$ cat src/hw/fsmc_defs.svh
/*
  Bank 1 NOR/SRAM controller widths and register field positions.
  Field positions follow the bank control and timing word layout;
  only the fields used by mode 1 and mode A are listed.
*/
`ifndef FSMC_DEFS_SVH
`define FSMC_DEFS_SVH

// ----------------------------------------
// Bus and memory widths
// ----------------------------------------
`define FSMC_ADDR_W     26
`define FSMC_DATA_W     16
`define FSMC_HWDATA_W   32
`define FSMC_SUBBANKS   4
`define FSMC_STATE_W    4

// Timing field widths
`define FSMC_SET_W      4
`define FSMC_DST_W      8
`define FSMC_ACC_W      2

// ----------------------------------------
// BCR bit positions
// ----------------------------------------
`define FSMC_BCR_MBKEN    0
`define FSMC_BCR_MUXEN    1
`define FSMC_BCR_MTYP_HI  3
`define FSMC_BCR_EXTMOD   14

// BTR / BWTR field low bits
`define FSMC_TR_ADDSET_LSB  0
`define FSMC_TR_DATAST_LSB  8
`define FSMC_TR_ACCMOD_LSB  28

`endif
$ cat src/hw/fsmc_state_pkg.sv
/*
  Access FSM state codes and state classification helpers.
*/
`include "fsmc_defs.svh"

package fsmc_state_pkg;

  localparam logic [`FSMC_STATE_W-1:0] st_idle     = 4'd0;
  localparam logic [`FSMC_STATE_W-1:0] st_set1     = 4'd1;
  localparam logic [`FSMC_STATE_W-1:0] st_data1_w  = 4'd2;
  localparam logic [`FSMC_STATE_W-1:0] st_data1_wf = 4'd3; // Write finish
  localparam logic [`FSMC_STATE_W-1:0] st_data1_r  = 4'd4;
  localparam logic [`FSMC_STATE_W-1:0] st_set2     = 4'd5;
  localparam logic [`FSMC_STATE_W-1:0] st_data2_w  = 4'd6;
  localparam logic [`FSMC_STATE_W-1:0] st_data2_wf = 4'd7;
  localparam logic [`FSMC_STATE_W-1:0] st_data2_r  = 4'd8;

  function automatic logic is_setup(input logic [`FSMC_STATE_W-1:0] s);
    return (s == st_set1) || (s == st_set2);
  endfunction

  // Write finish states are not counted as data phases
  function automatic logic is_data(input logic [`FSMC_STATE_W-1:0] s);
    return (s == st_data1_w) || (s == st_data1_r) ||
           (s == st_data2_w) || (s == st_data2_r);
  endfunction

  function automatic logic is_second_half(input logic [`FSMC_STATE_W-1:0] s);
    return (s == st_set2) || (s == st_data2_w) ||
           (s == st_data2_wf) || (s == st_data2_r);
  endfunction

  function automatic logic is_write_data(input logic [`FSMC_STATE_W-1:0] s);
    return (s == st_data1_w) || (s == st_data1_wf) ||
           (s == st_data2_w) || (s == st_data2_wf);
  endfunction

endpackage

$ cat src/hw/fsmc_reg_pkg.sv
/*
  Field extraction for the bank control word (BCR) and the
  read and write timing words (BTR, BWTR).
  BTR and BWTR share the same layout for the fields taken here.
*/
`include "fsmc_defs.svh"

package fsmc_reg_pkg;

  // ----------------------------------------
  // BCR fields
  // ----------------------------------------
  function automatic logic bcr_mbken(input logic [31:0] bcr);
    return bcr[`FSMC_BCR_MBKEN];
  endfunction

  function automatic logic bcr_muxen(input logic [31:0] bcr);
    return bcr[`FSMC_BCR_MUXEN];
  endfunction

  // NOR flash type when set
  function automatic logic bcr_mtyp_hi(input logic [31:0] bcr);
    return bcr[`FSMC_BCR_MTYP_HI];
  endfunction

  function automatic logic bcr_extmod(input logic [31:0] bcr);
    return bcr[`FSMC_BCR_EXTMOD];
  endfunction

  // ----------------------------------------
  // Timing word fields
  // ----------------------------------------
  function automatic logic [`FSMC_SET_W-1:0] tr_addset(input logic [31:0] tr);
    return tr[`FSMC_TR_ADDSET_LSB +: `FSMC_SET_W];
  endfunction

  function automatic logic [`FSMC_DST_W-1:0] tr_datast(input logic [31:0] tr);
    return tr[`FSMC_TR_DATAST_LSB +: `FSMC_DST_W];
  endfunction

  // 00 selects mode A when extended mode is on
  function automatic logic [`FSMC_ACC_W-1:0] tr_accmod(input logic [31:0] tr);
    return tr[`FSMC_TR_ACCMOD_LSB +: `FSMC_ACC_W];
  endfunction

endpackage

$ cat src/hw/fsmc_nor_sram.sv
/*
  Bank 1 asynchronous NOR/SRAM controller, mode 1 and mode A only.
  The request inputs (select, address, size, direction, write data)
  must stay stable from ahb_access until hreadyout returns high.
  No wait input, no memory clock, no multiplexed address/data.
  A word access runs as two halfwords at consecutive addresses.
*/
`timescale 1ns/1ps
`include "fsmc_defs.svh"

module fsmc_nor_sram (
  input  logic                      hclk,
  input  logic                      hresetn,
  input  logic                      ahb_access,
  input  logic                      buf_we,
  input  logic                      tx_byte,
  input  logic                      tx_word,
  input  logic [`FSMC_SUBBANKS-1:0] bank1_region_sel,
  input  logic [`FSMC_ADDR_W-1:0]   buf_adr,
  input  logic [`FSMC_HWDATA_W-1:0] hwdata_r,
  input  logic [31:0]               bcr1, bcr2, bcr3, bcr4,
  input  logic [31:0]               btr1, btr2, btr3, btr4,
  input  logic [31:0]               bwtr1, bwtr2, bwtr3, bwtr4,
  output logic                      hreadyout,
  output logic                      word_1sthalf,
  output logic [`FSMC_ADDR_W-1:0]   fsmc_a,
  output logic [`FSMC_DATA_W-1:0]   fsmc_do,
  output logic [`FSMC_DATA_W-1:0]   fsmc_doen,
  output logic [`FSMC_SUBBANKS-1:0] fsmc_ne,
  output logic                      fsmc_noe,
  output logic                      fsmc_nwe,
  output logic [1:0]                fsmc_nbl
);

  logic [`FSMC_SET_W-1:0]   addset_lim;
  logic [`FSMC_DST_W-1:0]   datast_lim;
  logic                     mode_ok, oe_data_only, phase_done;
  logic [`FSMC_STATE_W-1:0] state;

  fsmc_bank_cfg_sel cfg_i (
    .region_sel(bank1_region_sel), .write(buf_we),
    .bcr1(bcr1), .bcr2(bcr2), .bcr3(bcr3), .bcr4(bcr4),
    .btr1(btr1), .btr2(btr2), .btr3(btr3), .btr4(btr4),
    .bwtr1(bwtr1), .bwtr2(bwtr2), .bwtr3(bwtr3), .bwtr4(bwtr4),
    .addset_lim(addset_lim), .datast_lim(datast_lim),
    .mode_ok(mode_ok), .oe_data_only(oe_data_only)
  );

  fsmc_phase_timer timer_i (
    .hclk(hclk), .hresetn(hresetn), .state(state),
    .addset_lim(addset_lim), .datast_lim(datast_lim), .phase_done(phase_done)
  );

  fsmc_access_fsm fsm_i (
    .hclk(hclk), .hresetn(hresetn), .ahb_access(ahb_access), .write(buf_we),
    .tx_word(tx_word), .phase_done(phase_done), .state(state),
    .hreadyout(hreadyout), .word_1sthalf(word_1sthalf)
  );

  fsmc_pin_drive pins_i (
    .state(state), .region_sel(bank1_region_sel), .mode_ok(mode_ok),
    .oe_data_only(oe_data_only), .write(buf_we), .tx_byte(tx_byte),
    .buf_adr(buf_adr), .hwdata_r(hwdata_r), .fsmc_a(fsmc_a), .fsmc_do(fsmc_do),
    .fsmc_doen(fsmc_doen), .fsmc_ne(fsmc_ne), .fsmc_noe(fsmc_noe),
    .fsmc_nwe(fsmc_nwe), .fsmc_nbl(fsmc_nbl)
  );

endmodule

$ cat src/hw/fsmc_pin_drive.sv
/*
  Memory pin decode, purely combinational from the FSM state.
  Strobes and chip enables stay inactive when mode_ok is low,
  while address, data and byte lanes still follow the state.
*/
`timescale 1ns/1ps
`include "fsmc_defs.svh"

module fsmc_pin_drive (
  input  logic [`FSMC_STATE_W-1:0]  state,
  input  logic [`FSMC_SUBBANKS-1:0] region_sel,
  input  logic                      mode_ok,
  input  logic                      oe_data_only,
  input  logic                      write,
  input  logic                      tx_byte,
  input  logic [`FSMC_ADDR_W-1:0]   buf_adr,
  input  logic [`FSMC_HWDATA_W-1:0] hwdata_r,
  output logic [`FSMC_ADDR_W-1:0]   fsmc_a,
  output logic [`FSMC_DATA_W-1:0]   fsmc_do,
  output logic [`FSMC_DATA_W-1:0]   fsmc_doen,
  output logic [`FSMC_SUBBANKS-1:0] fsmc_ne,
  output logic                      fsmc_noe,
  output logic                      fsmc_nwe,
  output logic [1:0]                fsmc_nbl
);

  logic                    busy;
  logic                    second;
  logic [`FSMC_ADDR_W-1:0] hw_adr;

  assign busy   = (state != fsmc_state_pkg::st_idle);
  assign second = fsmc_state_pkg::is_second_half(state);
  assign hw_adr = buf_adr >> 1; // Halfword address

  // ----------------------------------------
  // Address and data
  // ----------------------------------------
  always_comb begin
    if (!busy)
      fsmc_a = '0;
    else if (tx_byte)
      fsmc_a = buf_adr;
    else if (second)
      fsmc_a = hw_adr + 26'd1;
    else
      fsmc_a = hw_adr;
  end

  always_comb begin
    fsmc_do = '0;
    if (fsmc_state_pkg::is_write_data(state))
      fsmc_do = second ? hwdata_r[31:16] : hwdata_r[15:0];
  end

  assign fsmc_doen = fsmc_state_pkg::is_write_data(state) ? '1 : '0;

  // ----------------------------------------
  // Strobes, enables, byte lanes
  // ----------------------------------------
  assign fsmc_nwe = !(mode_ok && ((state == fsmc_state_pkg::st_data1_w) ||
                                  (state == fsmc_state_pkg::st_data2_w)));

  // Mode A drops OE during setup
  assign fsmc_noe = !(mode_ok && !write &&
                      (oe_data_only ? fsmc_state_pkg::is_data(state) : busy));

  assign fsmc_ne = ~(region_sel & {`FSMC_SUBBANKS{busy && mode_ok}});

  assign fsmc_nbl = !busy  ? 2'b11 :
                    tx_byte ? {~buf_adr[0], buf_adr[0]} : 2'b00;

endmodule

$ cat src/hw/fsmc_access_fsm.sv
/*
  Access FSM for one halfword, or two halves for a word transfer.
  A new access is taken only in idle; ahb_access is ignored while busy.
  Write, tx_word and the select must not change during an access.
*/
`timescale 1ns/1ps
`include "fsmc_defs.svh"

module fsmc_access_fsm (
  input  logic                     hclk,
  input  logic                     hresetn,
  input  logic                     ahb_access,
  input  logic                     write,
  input  logic                     tx_word,
  input  logic                     phase_done,
  output logic [`FSMC_STATE_W-1:0] state,
  output logic                     hreadyout,
  output logic                     word_1sthalf
);

  logic [`FSMC_STATE_W-1:0] state_nxt;

  // ----------------------------------------
  // Next state
  // ----------------------------------------
  always_comb begin
    state_nxt = state;
    case (state)
      fsmc_state_pkg::st_idle:
        if (ahb_access)
          state_nxt = fsmc_state_pkg::st_set1;
      fsmc_state_pkg::st_set1:
        if (phase_done)
          state_nxt = write ? fsmc_state_pkg::st_data1_w : fsmc_state_pkg::st_data1_r;
      fsmc_state_pkg::st_data1_w:
        if (phase_done)
          state_nxt = fsmc_state_pkg::st_data1_wf;
      fsmc_state_pkg::st_data1_wf:
        state_nxt = tx_word ? fsmc_state_pkg::st_set2 : fsmc_state_pkg::st_idle;
      fsmc_state_pkg::st_data1_r:
        if (phase_done)
          state_nxt = tx_word ? fsmc_state_pkg::st_set2 : fsmc_state_pkg::st_idle;
      fsmc_state_pkg::st_set2:
        if (phase_done)
          state_nxt = write ? fsmc_state_pkg::st_data2_w : fsmc_state_pkg::st_data2_r;
      fsmc_state_pkg::st_data2_w:
        if (phase_done)
          state_nxt = fsmc_state_pkg::st_data2_wf;
      fsmc_state_pkg::st_data2_wf:
        state_nxt = fsmc_state_pkg::st_idle;
      fsmc_state_pkg::st_data2_r:
        if (phase_done)
          state_nxt = fsmc_state_pkg::st_idle;
      default:
        state_nxt = fsmc_state_pkg::st_idle;
    endcase
  end

  always_ff @(posedge hclk or negedge hresetn) begin
    if (!hresetn)
      state <= fsmc_state_pkg::st_idle;
    else
      state <= state_nxt;
  end

  // ----------------------------------------
  // Bus side flags
  // ----------------------------------------
  assign hreadyout = (state == fsmc_state_pkg::st_idle);

  // First read half is valid on the memory bus
  assign word_1sthalf = tx_word && (state == fsmc_state_pkg::st_data1_r);

endmodule

$ cat src/hw/fsmc_phase_timer.sv
/*
  Phase cycle counter. A zero timing field is run as one cycle.
  Counting restarts after every phase end, so each state starts at 1.
*/
`timescale 1ns/1ps
`include "fsmc_defs.svh"

module fsmc_phase_timer (
  input  logic                     hclk,
  input  logic                     hresetn,
  input  logic [`FSMC_STATE_W-1:0] state,
  input  logic [`FSMC_SET_W-1:0]   addset_lim,
  input  logic [`FSMC_DST_W-1:0]   datast_lim,
  output logic                     phase_done
);

  logic [`FSMC_DST_W-1:0] cnt;
  logic [`FSMC_DST_W-1:0] set_eff;
  logic [`FSMC_DST_W-1:0] dat_eff;
  logic                   wr_fin;

  assign set_eff = (addset_lim == '0) ? 8'd1 : {4'd0, addset_lim};
  assign dat_eff = (datast_lim == '0) ? 8'd1 : datast_lim;

  assign wr_fin = (state == fsmc_state_pkg::st_data1_wf) ||
                  (state == fsmc_state_pkg::st_data2_wf);

  always_comb begin
    if (wr_fin)
      phase_done = 1'b1;                    // Single cycle
    else if (fsmc_state_pkg::is_setup(state))
      phase_done = (cnt == set_eff);
    else if (fsmc_state_pkg::is_data(state))
      phase_done = (cnt == dat_eff);
    else
      phase_done = 1'b0;
  end

  always_ff @(posedge hclk or negedge hresetn) begin
    if (!hresetn)
      cnt <= 8'd1;
    else if (state == fsmc_state_pkg::st_idle || phase_done)
      cnt <= 8'd1;
    else
      cnt <= cnt + 8'd1;
  end

endmodule

$ cat src/hw/fsmc_bank_cfg_sel.sv
/*
  Picks the configuration of the selected sub-bank and decodes it.
  Only mode 1 and mode A on non-multiplexed memories are accepted;
  anything else, or a select that is not one-hot, clears mode_ok.
*/
`timescale 1ns/1ps
`include "fsmc_defs.svh"

module fsmc_bank_cfg_sel (
  input  logic [`FSMC_SUBBANKS-1:0] region_sel,
  input  logic                      write,
  input  logic [31:0]               bcr1,
  input  logic [31:0]               bcr2,
  input  logic [31:0]               bcr3,
  input  logic [31:0]               bcr4,
  input  logic [31:0]               btr1,
  input  logic [31:0]               btr2,
  input  logic [31:0]               btr3,
  input  logic [31:0]               btr4,
  input  logic [31:0]               bwtr1,
  input  logic [31:0]               bwtr2,
  input  logic [31:0]               bwtr3,
  input  logic [31:0]               bwtr4,
  output logic [`FSMC_SET_W-1:0]    addset_lim,
  output logic [`FSMC_DST_W-1:0]    datast_lim,
  output logic                      mode_ok,
  output logic                      oe_data_only
);

  logic [31:0] bcr, btr, bwtr, tr;
  logic        sel_ok;
  logic        extmod;
  logic        mode_a;

  // ----------------------------------------
  // Sub-bank mux
  // ----------------------------------------
  always_comb begin
    sel_ok = 1'b1;
    case (region_sel)
      4'b0001: begin bcr = bcr1; btr = btr1; bwtr = bwtr1; end
      4'b0010: begin bcr = bcr2; btr = btr2; bwtr = bwtr2; end
      4'b0100: begin bcr = bcr3; btr = btr3; bwtr = bwtr3; end
      4'b1000: begin bcr = bcr4; btr = btr4; bwtr = bwtr4; end
      default: begin
        bcr    = '0;
        btr    = '0;
        bwtr   = '0;
        sel_ok = 1'b0;
      end
    endcase
  end

  assign extmod = fsmc_reg_pkg::bcr_extmod(bcr);
  assign tr     = (extmod && write) ? bwtr : btr; // Write timing in extended mode

  assign addset_lim = fsmc_reg_pkg::tr_addset(tr);
  assign datast_lim = fsmc_reg_pkg::tr_datast(tr);

  assign mode_a = extmod && (fsmc_reg_pkg::tr_accmod(tr) == 2'b00);

  assign mode_ok = sel_ok && fsmc_reg_pkg::bcr_mbken(bcr) &&
                   !fsmc_reg_pkg::bcr_muxen(bcr) && !fsmc_reg_pkg::bcr_mtyp_hi(bcr) &&
                   (!extmod || mode_a);

  assign oe_data_only = mode_a;

endmodule

$ cat config.mk
export PLATFORM = sky130hd
export DESIGN_NAME = fsmc_nor_sram
export DESIGN_NICKNAME = d
export VERILOG_FILES = /design/src/hw/fsmc_state_pkg.sv /design/src/hw/fsmc_reg_pkg.sv /design/src/hw/fsmc_nor_sram.sv /design/src/hw/fsmc_pin_drive.sv /design/src/hw/fsmc_access_fsm.sv /design/src/hw/fsmc_phase_timer.sv /design/src/hw/fsmc_bank_cfg_sel.sv
export VERILOG_INCLUDE_DIRS = /design/src /design/src/hw
export SDC_FILE = /design/constraint.sdc
export NUM_CORES = 1
export LEC_CHECK = 0
export ABC_CLOCK_PERIOD_IN_PS = 5400
export BUFFER_PORTS_ARGS = -buffer_cell sky130_fd_sc_hd__buf_4
export CAP_MARGIN = 5
export CELL_PAD_IN_SITES_DETAIL_PLACEMENT = 1
export CELL_PAD_IN_SITES_GLOBAL_PLACEMENT = 1
export CORE_AREA = 2 2 200 202
export CTS_CLUSTER_DIAMETER = 40
export DETAILED_ROUTE_END_ITERATION = 6
export DIE_AREA = 0 0 202 204
export PLACE_DENSITY = 0.44
export REMOVE_ABC_BUFFERS = 1
export SETUP_SLACK_MARGIN = 0.1
export SLEW_MARGIN = 15
export SYNTH_ARGS = -nofsm -noshare
export SYNTH_HDL_FRONTEND = slang
export SYNTH_SLANG_ARGS = --single-unit
$ cat constraint.sdc
create_clock -name hclk -period 5.4 [get_ports hclk]
set_input_delay 0.54 -clock hclk [delete_from_list [all_inputs] [get_ports hclk]]
set_output_delay 0.54 -clock hclk [all_outputs]
set_load 0.005 [all_outputs]
# Yosys cells after proc, flatten, opt, wreduce, memory -nomap -nowiden
# Cells that the tools add are included.
[totals]
mem_bits_rw = 0
ff_bits = 12
mem_bits_ro = 0
latchBits = 0
mem_count = 0
output_inout_bits = 68
elab_cells = 97
[classes]
add_sub_neg = 2
n_mul = 0
shift = 0
n_bitwise = 3
reduce_logical = 38
n_div = 0
n_lt_le_gt_ge = 0
mux = 31
n_eq_ne = 21
[op_table]
columns = ["operator", "n"]
rows = [
  ["30-bit one-hot mux with 4 select lines", 2],
  ["26-bit 2-to-1 mux", 3],
  ["15-bit one-hot mux with 4 select lines", 1],
  ["16-bit 2-to-1 mux", 3],
  ["4-bit 2-to-1 mux", 9],
  ["4-bit one-hot mux with 8 select lines", 1],
  ["30-bit 2-to-1 mux", 1],
  ["25-bit by 1-bit adder with 26-bit output, second input constant", 1],
  ["4-bit by 3-bit equality test with 1-bit output, second input constant", 5],
  ["8-bit equality test", 2],
  ["8-bit 2-to-1 mux", 2],
  ["1-bit logical OR", 14],
  ["2-bit != test, second input constant", 7],
  ["4-bit by 2-bit equality test with 1-bit output, second input constant", 3],
  ["1-bit logical AND", 11],
  ["8-bit by 1-bit adder with 8-bit output, second input constant", 1],
  ["4-bit by 1-bit equality test with 1-bit output, second input constant", 2],
  ["4-bit equality test, second input constant", 2],
  ["4-bit zero test", 2],
  ["8-bit zero test", 1],
  ["7-bit AND reduction", 1],
  ["1-bit zero test", 6],
  ["3-bit 2-to-1 mux", 2],
  ["1-bit 2-to-1 mux", 5],
  ["7 further kinds", 8],
]

# Longest topological paths before layout
# Gate-level depths: netlist (run 1).
[depth]
word_depth = 12
ltp_mapped = 12

# Cells and area by module
# A second synthesis (run 1) with hierarchy kept.
[unflattened]
cells_unflattened = 526
area_unflattened_um2 = 3601.0
[modules_own_cells]
columns = ["module", "n_inst", "area_each_um2", "cells_each"]
rows = [
  ["fsmc_pin_drive", 1, 1470.2, 253],
  ["fsmc_bank_cfg_sel", 1, 1156.1, 169],
  ["fsmc_phase_timer", 1, 614.3, 62],
  ["fsmc_access_fsm", 1, 360.3, 42],
]

# Worst setup path after synthesis (run 1)
# No wires, ideal clock.
[synth_timing]
kind = "flip-flop to output port"
from = "register fsm_i.state[2]"
to = "output port fsmc_a[22]"
stages_incl_launch_ff = 11
n_path_buf = 1
path_slack_ns = 2.063
required_time_ns = 4.860
arrival_time_ns = 2.797
path_cell_list = "dfrtp_1 -> clkbuf_1 -> or4b_1 -> o21a_1 -> nor4_2 -> and4_1 -> and4_1 -> nand2_1 -> nor2_1 -> mux2_1 -> a21oi_1"
[synth_between]
elab_chain_len = 7
word_cells_on_any_way = 11
[synth_lines]
columns = ["element", "line_no", "source"]
rows = [
  ["from (decl)", "fsmc_access_fsm.sv:16", "output logic [`FSMC_STATE_W-1:0] state,"],
  ["from (signal assigned)", "fsmc_access_fsm.sv:61", "state <= fsmc_state_pkg::st_idle;"],
  ["from (signal assigned)", "fsmc_access_fsm.sv:63", "state <= state_nxt;"],
  ["4-bit by 3-bit equality test with 1-bit output", "fsmc_state_pkg.sv:29", "return (s == st_set2) || (s == st_data2_w) ||"],
  ["1-bit logical OR (2 in series)", "fsmc_state_pkg.sv:29", ""],
  ["1-bit logical OR", "fsmc_state_pkg.sv:30", "(s == st_data2_wf) || (s == st_data2_r);"],
  ["26-bit 2-to-1 mux", "fsmc_pin_drive.sv:43", "else if (second)"],
  ["26-bit 2-to-1 mux", "fsmc_pin_drive.sv:41", "else if (tx_byte)"],
  ["26-bit 2-to-1 mux (*)", "fsmc_pin_drive.sv:39", "if (!busy)"],
  ["to (decl)", "fsmc_nor_sram.sv:26", "output logic [`FSMC_ADDR_W-1:0] fsmc_a,"],
]
# Mark *: on every way between the ends. The rest lies on a longest branch, timed or not.

# Worst setup path in the final report (run 1)
[layout_timing]
from = "register fsm_i.state[0]"
to = "output port fsmc_a[23]"
# The elaborated chain is that of the path after synthesis.

==> results of run 1 <==
==> power by group through the flow <==
stage	sequential [mW]	clock [mW]	combinational (mW)
final	0.174	0.151	1.03
after global routing	0.182	0.162	1.16
after CTS	0.176	0.156	1.06
after detailed placement	0.177	0	1.05
after global placement	0.177	0	1.05
after floorplan	0.161	0	0.472
==> kinds of logic (layout without fill, tap and decap cells) <==
| family | count (synthesis) | after routing |
|---|---|---|
| AO/OA/AOI/OAI | 198 | 198 |
| buffers and inverters | 68 | 293 |
| XOR/XNOR | 22 | 22 |
| multiplexers | 11 | 11 |
| AND/OR/NAND/NOR | 225 | 225 |
| flip-flops | 12 | 12 |
| adder cells (fa/ha/maj) | 2 | 2 |
==> layer usage <==
metal	routed length, um	track usage [%]	vias to the layer above
met3	1490	2.41	2
met1	10000	13.8	2360
met4	8	0.236	0
met5	0	0	-
li1	-	-	2441
met2	10600	17.7	162
==> worst max-delay path, cell delays in order (launching register included) <==
cell	delay [ns]
dfrtp_1	0.53
or4b_1	0.62
o21a_1	0.15
buf_4	0.21
nor3_2	0.34
nand2b_1	0.22
nor3_1	0.38
nand2_1	0.22
or4_1	0.43
a31oi_1	0.21
buf_4	0.15
==> metrics by stage <==
| step | total power, mW | area, sq um | setup WS (ns) | hold slack, ns | utilization (%) |
|---|---|---|---|---|---|
| after global placement | 1.23 | 5900 | 1.37 | 0.397 | 15.1 |
| after floorplan | 0.633 | 3150 | 1.50 | 0.244 | - |
| after detailed placement | 1.23 | 5900 | 1.39 | 0.397 | 15.1 |
| final | 1.36 | 5990 | 1.14 | 0.140 | 15.3 |
| after global routing | 1.51 | 5990 | 0.887 | 0.142 | 15.3 |
| after CTS | 1.39 | 5990 | 1.12 | 0.141 | 15.3 |
==> cell usage after synthesis, types with 4 or more instances <==
master,number,area [sq um]
a32o_1,7,70.1
o21ai_0,35,175
mux2i_1,6,60.1
nand4_1,9,56.3
xor2_1,12,105
nor3_1,15,75.1
nand3b_1,4,30.0
nand2_1,78,293
buf_4,15,113
dfrtp_1,11,275
a32oi_1,4,35.0
nor4_1,5,31.3
nand3_1,27,135
nand2b_1,5,31.3
nor2b_1,18,113
a21o_1,5,37.5
inv_1,14,52.6
nor2_1,35,131
xnor2_1,10,87.6
a22o_1,13,114
o22ai_1,5,31.3
a22oi_1,27,203
a21oi_1,60,300
clkbuf_1,32,120
a31oi_1,4,25.0
o211ai_1,9,67.6
and3_1,7,43.8
==> area by class of cell <==
class,instances,area (sq um)
Inverter,14,52.6
Sequential cell,12,302
Timing Repair Buffer,275,2060
Fill cell,4757,33200
Multi-Input combinational cell,458,2820
Clock buffer,4,88.8
Tap cell,525,657
==> flip-flops by register name, summed over array words and instances, names as in the netlist <==
name	count
fsm_i.state	4
timer_i.cnt	8
==> how the worst min path moves through the flow <==
| stage | startpoint | endpoint | slack [ns] | cells after the start |
|---|---|---|---|---|
| final | hresetn | timer_i.cnt[1]$_DFF_PN0_ | 0.14 | 1 |
| after global routing | hresetn | fsm_i.state[0]$_DFFE_PN0P_ | 0.14 | 1 |
| after CTS | hresetn | timer_i.cnt[1]$_DFF_PN0_ | 0.14 | 1 |
| after detailed placement | hresetn | timer_i.cnt[5]$_DFF_PN0_ | 0.40 | 1 |
| after global placement | hresetn | timer_i.cnt[6]$_DFF_PN0_ | 0.40 | 1 |
| after floorplan | hresetn | fsm_i.state[0]$_DFFE_PN0P_ | 0.24 | 0 |
==> results.md, run 1 <==
* Global-route wire length before repair at 33300 um
* Reg2reg start: fsm_i.state[3]$_DFFE_PN0P_
* GPL Wtd Cong at 0.745
* Mapped Area at 3420 sq um
* Die span in x at 202 um
* Post-synthesis mux area share at 3.40%
* Top FF cell, synth: dfrtp_1
* Outcome: finished clean
* Comb power frac at 76.1%
* DRT antenna net count at 0
* Commonest non-fill, non-tap cell in the layout: buf_4
* Final HPWL DP at 18400 um
* Sum Neg Setup Slack at 0 ns
* Critical Path RT at 4.86 ns
* Setup CP Type: reg2out
* Initial core utilization at 8.74%
* Die Y at 204 um
* Post-CTS Setup Inserts at 0
* Startpoint types: flip-flop
* CP Data Arrival Time at 3.72 ns
* Ports at 520
* Vias in the first global route at 5322
* RSZ-0062 raised after global routing: false
* Pwr Density at 227 nW/um^2
* Simple logic cell fraction of the synthesized area at 33.4%
* Clock skew at 0.00176 ns
* Adder-Cell Fraction of Synth Area at 0.731%
* Relative slew slack at 38.5%
* Least-Margin Pin Slew at 0.922 ns
* Non-Filler Instances at 1288
* Compound-cell area share of the yosys netlist at 38.4%
* Power share of the clock group at 11.1%
* Worst Setup EP: fsmc_a[23]
* Via count at 4965
* CTS H-tree lvls at 1
* Post-synthesis xor/xnor area fraction at 5.63%
* Sw Ratio at 47.7%
* CP startpoint: fsm_i.state[0]$_DFFE_PN0P_
* Tmin final at 4.26 ns
* Sequential power share at 12.8%
* Seq/Total Area, Yosys at 8.81%
* Max-slew violation count at 0
* Pint at 0.710 mW
* Maximum fanout along the worst path at 23
* Total track usage at 10.3%
* Max clock buf depth at 2
* Post-placement cell count at 1284
* Antenna violations before repair at 0
* Post-Synthesis Cells at 538
* # setup viols final at 0
* Final wirelength at 22100 um
* Nets at 1218
* Num CTS Buffers at 3
* Leak Pwr at 2.52 nW
* Hold Violations, Final at 0
* Net Sw Power at 0.649 mW
* Hold_buf cts at 0
* CTS Sinks at 12
* Worst-Skew Late Latency at 0.24 ns
* Period utilisation layout at 79.0%
* Total die area at 41200 sq um
* Layout area overhead at 74.8%
* GRT Residual Overflow at 0
* Fmax at 235 MHz
* Wire length per cell at 17.2 um
* Antenna fix cells at 0
* Yosys Warn Count at 0
* Number of flops mapped to enable cells by yosys at 0
* Row cnt at 73
* First DRT Iteration DRCs at 203
* Post-cts resize count at 0
* Avg Inst Size Synth at 6.37 sq um
* Synth unique cells at 65
* DR pass1 iterations at 4
* Async SR Flop Fraction at 100%
* R2R depth at 5
* I/O Buffers at 263
* Max-cap viol count at 0
* Tightest Hold Check Type: in2async
* Routed vias/inst at 3.85
* Number of synthesized register bits at 12
* CTS tree: yes
* Most frequent cells in the layout: buf_4 (275), nand2_1 (78), a21oi_1 (60), nor2_1 (35), o21ai_0 (35)
* Core ar. at 39200 sq um
* Clock Tree Root: clkbuf_16
* Reg clk slew, reported paths at 0.04 ns
* Pin count of the biggest net entering global routing at 30
* R2R setup slack at 3.06 ns
* # DRC at 0
* Largest family of logic cells by synthesized area: compound AO/OA/AOI/OAI gates
* Peak supply drop at 139 uV
* Layout cells sized above 1 at 38.7%
* Reg2reg end: timer_i.cnt[1]$_DFF_PN0_
* Worst setup EP type: output port
Note: power is estimated with default switching activity, not from simulation.
==> run 2, diff against run 1 <==
- ABC_AREA: unset -> 1
- ABC_CLOCK_PERIOD_IN_PS: 5400 -> 4300
- CORE_AREA: 2 2 200 202 -> 2 2 202 204
- DIE_AREA: 0 0 202 204 -> 0 0 204 206
- PLACE_DENSITY: 0.44 -> 0.46
- clock period: 5.4 -> 4.3 ns (I/O delays scaled with it)
==> run 2 against run 1 <==
Net effect:
- largest power group unchanged
- sequential power increased by 6%
- count of clock-buffer cells in the layout unchanged
- utilization decreased by 0.22 points
- first-iteration DRC count decreased by 16%
- register-to-register slack got worse by 1.1 ns
- setup slack got worse by 0.50 ns
- sequential share of layout area decreased by 0.053 points
- synthesized cell count increased by 25%
- clock power increased by 26%
- synthesized area increased by 1.8%
- global-route usage decreased by 0.49 points
- wire length decreased by 0.49%
==> results.md, run 2 <==
* Pin count of the biggest net entering global routing at 33
* # DRC at 0
* Worst-Skew Late Latency at 0.24 ns
* Initial core utilization at 8.68%
* R2R setup slack at 1.96 ns
* RSZ-0062 raised after global routing: false
* Crit path max-delay family: simple AND/OR/NAND/NOR gates
* Wire length per cell at 15.3 um
* CTS H-tree lvls at 1
* Routed met2 length at 9930 um
* R2R depth at 8
* Reg clk slew, reported paths at 0.05 ns
* Period utilisation layout at 85.2%
* Synth top area cells: nand2_1 (19%), nand3_1 (16%), inv_1 (8.1%), nor2_1 (8.0%), dfrtp_1 (7.9%)
* Number of synthesized register bits at 12
* Layout area overhead at 73.5%
* Power share of the clock group at 10.6%
* Total power at 1.80 mW
* Peak supply drop at 142 uV
* Leak Pwr at 3.00 nW
* DR pass1 iterations at 4
* CP startpoint: fsm_i.state[1]$_DFFE_PN0P_
* Sw Ratio at 49.0%
* Most frequent cells in the layout: buf_4 (276), nand2_1 (172), nand3_1 (112), inv_1 (75), nor2_1 (73)
* Row cnt at 74
* Total track usage at 9.82%
* Synth unique cells at 43
* GRT Residual Overflow at 0
* Pint at 0.918 mW
* Core ar. at 40200 sq um
* Max clock buf depth at 2
* Max-slew violation count at 0
* Sequential power share at 10.2%
* Layout cells sized above 1 at 35.1%
* Hold Violations, Final at 0
* Placed inst area at 5960 sq um
* Total die area at 42000 sq um
* Sequential Area at 302 sq um
* Fmax at 273 MHz
* Commonest cells in the netlist: nand2_1 (172), nand3_1 (112), inv_1 (75)
* Fin area at 6050 sq um
* Area of the multi-input gates at 2590 sq um
* Antenna violations before repair at 3
* Commonest non-fill, non-tap cell in the layout: buf_4
* Routed vias/inst at 3.61
* Antenna fix cells at 0
* First DRT Iteration DRCs at 170
* Async SR Flop Fraction at 100%
* Critical path buffers and inverters at 2
* CTS Sinks at 12
* Post-Synthesis Cells at 675
* Relative slew slack at 53.6%
* Pwr Density at 297 nW/um^2
* Comb power frac at 79.2%
* Tightest Hold Check Type: in2async
* Max-cap viol count at 0
* Worst setup EP type: output port
* Filler Cells Inserted at 5063
* GPL Wtd Cong at 0.748
* Startpoint types: flip-flop
* Top sig layer: met5
* Reg with most FFs: timer_i.cnt
* Avg Inst Size Synth at 5.17 sq um
* Outcome: finished clean
* Clock skew at 0.00286 ns
* CP Data Arrival Time at 3.23 ns
* Post-cts resize count at 0
* Net Sw Power at 0.882 mW
* Sum Neg Setup Slack at 0 ns
* Via count at 5215
* Top FF cell, synth: dfrtp_1
* Die Y at 206 um
* Area share of the largest cell type after synthesis at 18.5%
* I/O Buffers at 263
* Max FFs per register at 8
* Crit-path cells: nor2_1, nand3_1, nand2_2, nand2_1, nor3_2, nand4_1, or2_1, nor2_1, nand2_1, a21oi_1, o21ai_0, o211ai_1, inv_1, buf_4
* Global-route wire length before repair at 31700 um
* Num CTS Buffers at 3
* Tmin final at 3.66 ns
* Biggest regs: timer_i.cnt (8), fsm_i.state (4)
* Post-CTS Setup Inserts at 0
* Clock Tree Root: clkbuf_16
* CTS tree: yes
* Metal3 WL at 1340 um
* Crit path largest cell delay at 0.41 ns
* Critical Path RT at 3.87 ns
* Ports at 520
* # setup viols final at 0
* Seq/Total Area, Yosys at 8.65%
* Most common cell in the synthesized netlist: nand2_1
* Mapped Area at 3490 sq um
* M1 wire length at 10600 um
* Nets at 1366
* Yosys Warn Count at 0
* Final wirelength at 22000 um
* Worst Setup EP: fsmc_a[23]
* Final HPWL DP at 18700 um
* Die span in x at 204 um
* Reg2reg end: fsm_i.state[2]$_DFFE_PN0P_
* Reg2reg start: fsm_i.state[1]$_DFFE_PN0P_
* Maximum fanout along the worst path at 24
* Least-Margin Pin Slew at 0.695 ns
* Vias in the first global route at 5340
* Max stage delay cell, worst path: dfrtp_1
* Cell count along the critical path at 14
* Hold_buf cts at 0
* Post-synth top area cell: nand2_1
* DRT antenna net count at 0
* Setup CP Type: reg2out
* Number of flops mapped to enable cells by yosys at 0
## run 2: worst reg2reg max path: cells and delay by family (launching register included)
kind / cells / cell delay (ns)
simple gates: 6 / 1.30
buf+inv: 2 / 0.58
flops: 1 / 0.41
## run 2: how the worst min path moves through the flow
| stage | startpoint | end | slack, ns | cells past startpoint |
|---|---|---|---|---|
| finish | hresetn | fsm_i.state[2]$_DFFE_PN0P_ | 0.03 | 1 |
| global route | hresetn | fsm_i.state[1]$_DFFE_PN0P_ | 0.04 | 1 |
| CTS | hresetn | timer_i.cnt[1]$_DFF_PN0_ | 0.04 | 1 |
| global placement | hresetn | fsm_i.state[2]$_DFFE_PN0P_ | 0.29 | 1 |
| floorplan | hresetn | fsm_i.state[0]$_DFFE_PN0P_ | 0.13 | 0 |
| detailed placement | hresetn | fsm_i.state[1]$_DFFE_PN0P_ | 0.29 | 1 |
## run 2: stage by stage
stage / std cells / worst slack [ns] / hold slack [ns] / utilization (%)
global placement: 1439 / 0.808 / 0.286 / 14.8
detailed placement: 1439 / 0.769 / 0.293 / 14.8
finish: 1443 / 0.638 / 0.0311 / 15.1
CTS: 1443 / 0.585 / 0.0383 / 15.0
global route: 1443 / 0.250 / 0.0361 / 15.1
floorplan: 631 / 1.41 / 0.134 / -
## run 2: cell families after synthesis
| logic type | Yosys count | synth area share, % |
|---|---|---|
| XOR/XNOR | 10 | 2.51 |
| flip-flops | 12 | 8.65 |
| adder cells (fa/ha/maj) | 2 | 0.718 |
| buffers and inverters | 131 | 17.3 |
| AND/OR/NAND/NOR | 423 | 54.7 |
| AO/OA/AOI/OAI | 95 | 15.5 |
| multiplexers | 2 | 0.574 |
## run 2: routing by layer
layer,GRT usage (%),up-vias
li1,-,2674
met1,13.8,2395
met2,15.9,132
met3,2.21,10
met4,0.751,4
met5,0,-
## run 2: cell type report
type,count,area share [%]
Sequential cell,12,4.98
Clock buffer,4,1.47
Tap cell,532,11.0
Multi-Input combinational cell,532,42.9
Timing Repair Buffer,276,34.2
Inverter,87,5.44
## run 2: power groups by stage
stage | clock (mW) | sequential (mW) | combinational, mW
4_1_cts | 0.196 | 0.184 | 1.47
3_5_place_dp | 0 | 0.185 | 1.46
6_report | 0.190 | 0.184 | 1.43
2_1_floorplan | 0 | 0.172 | 0.659
3_3_place_gp | 0 | 0.185 | 1.45
5_1_grt | 0.202 | 0.189 | 1.61
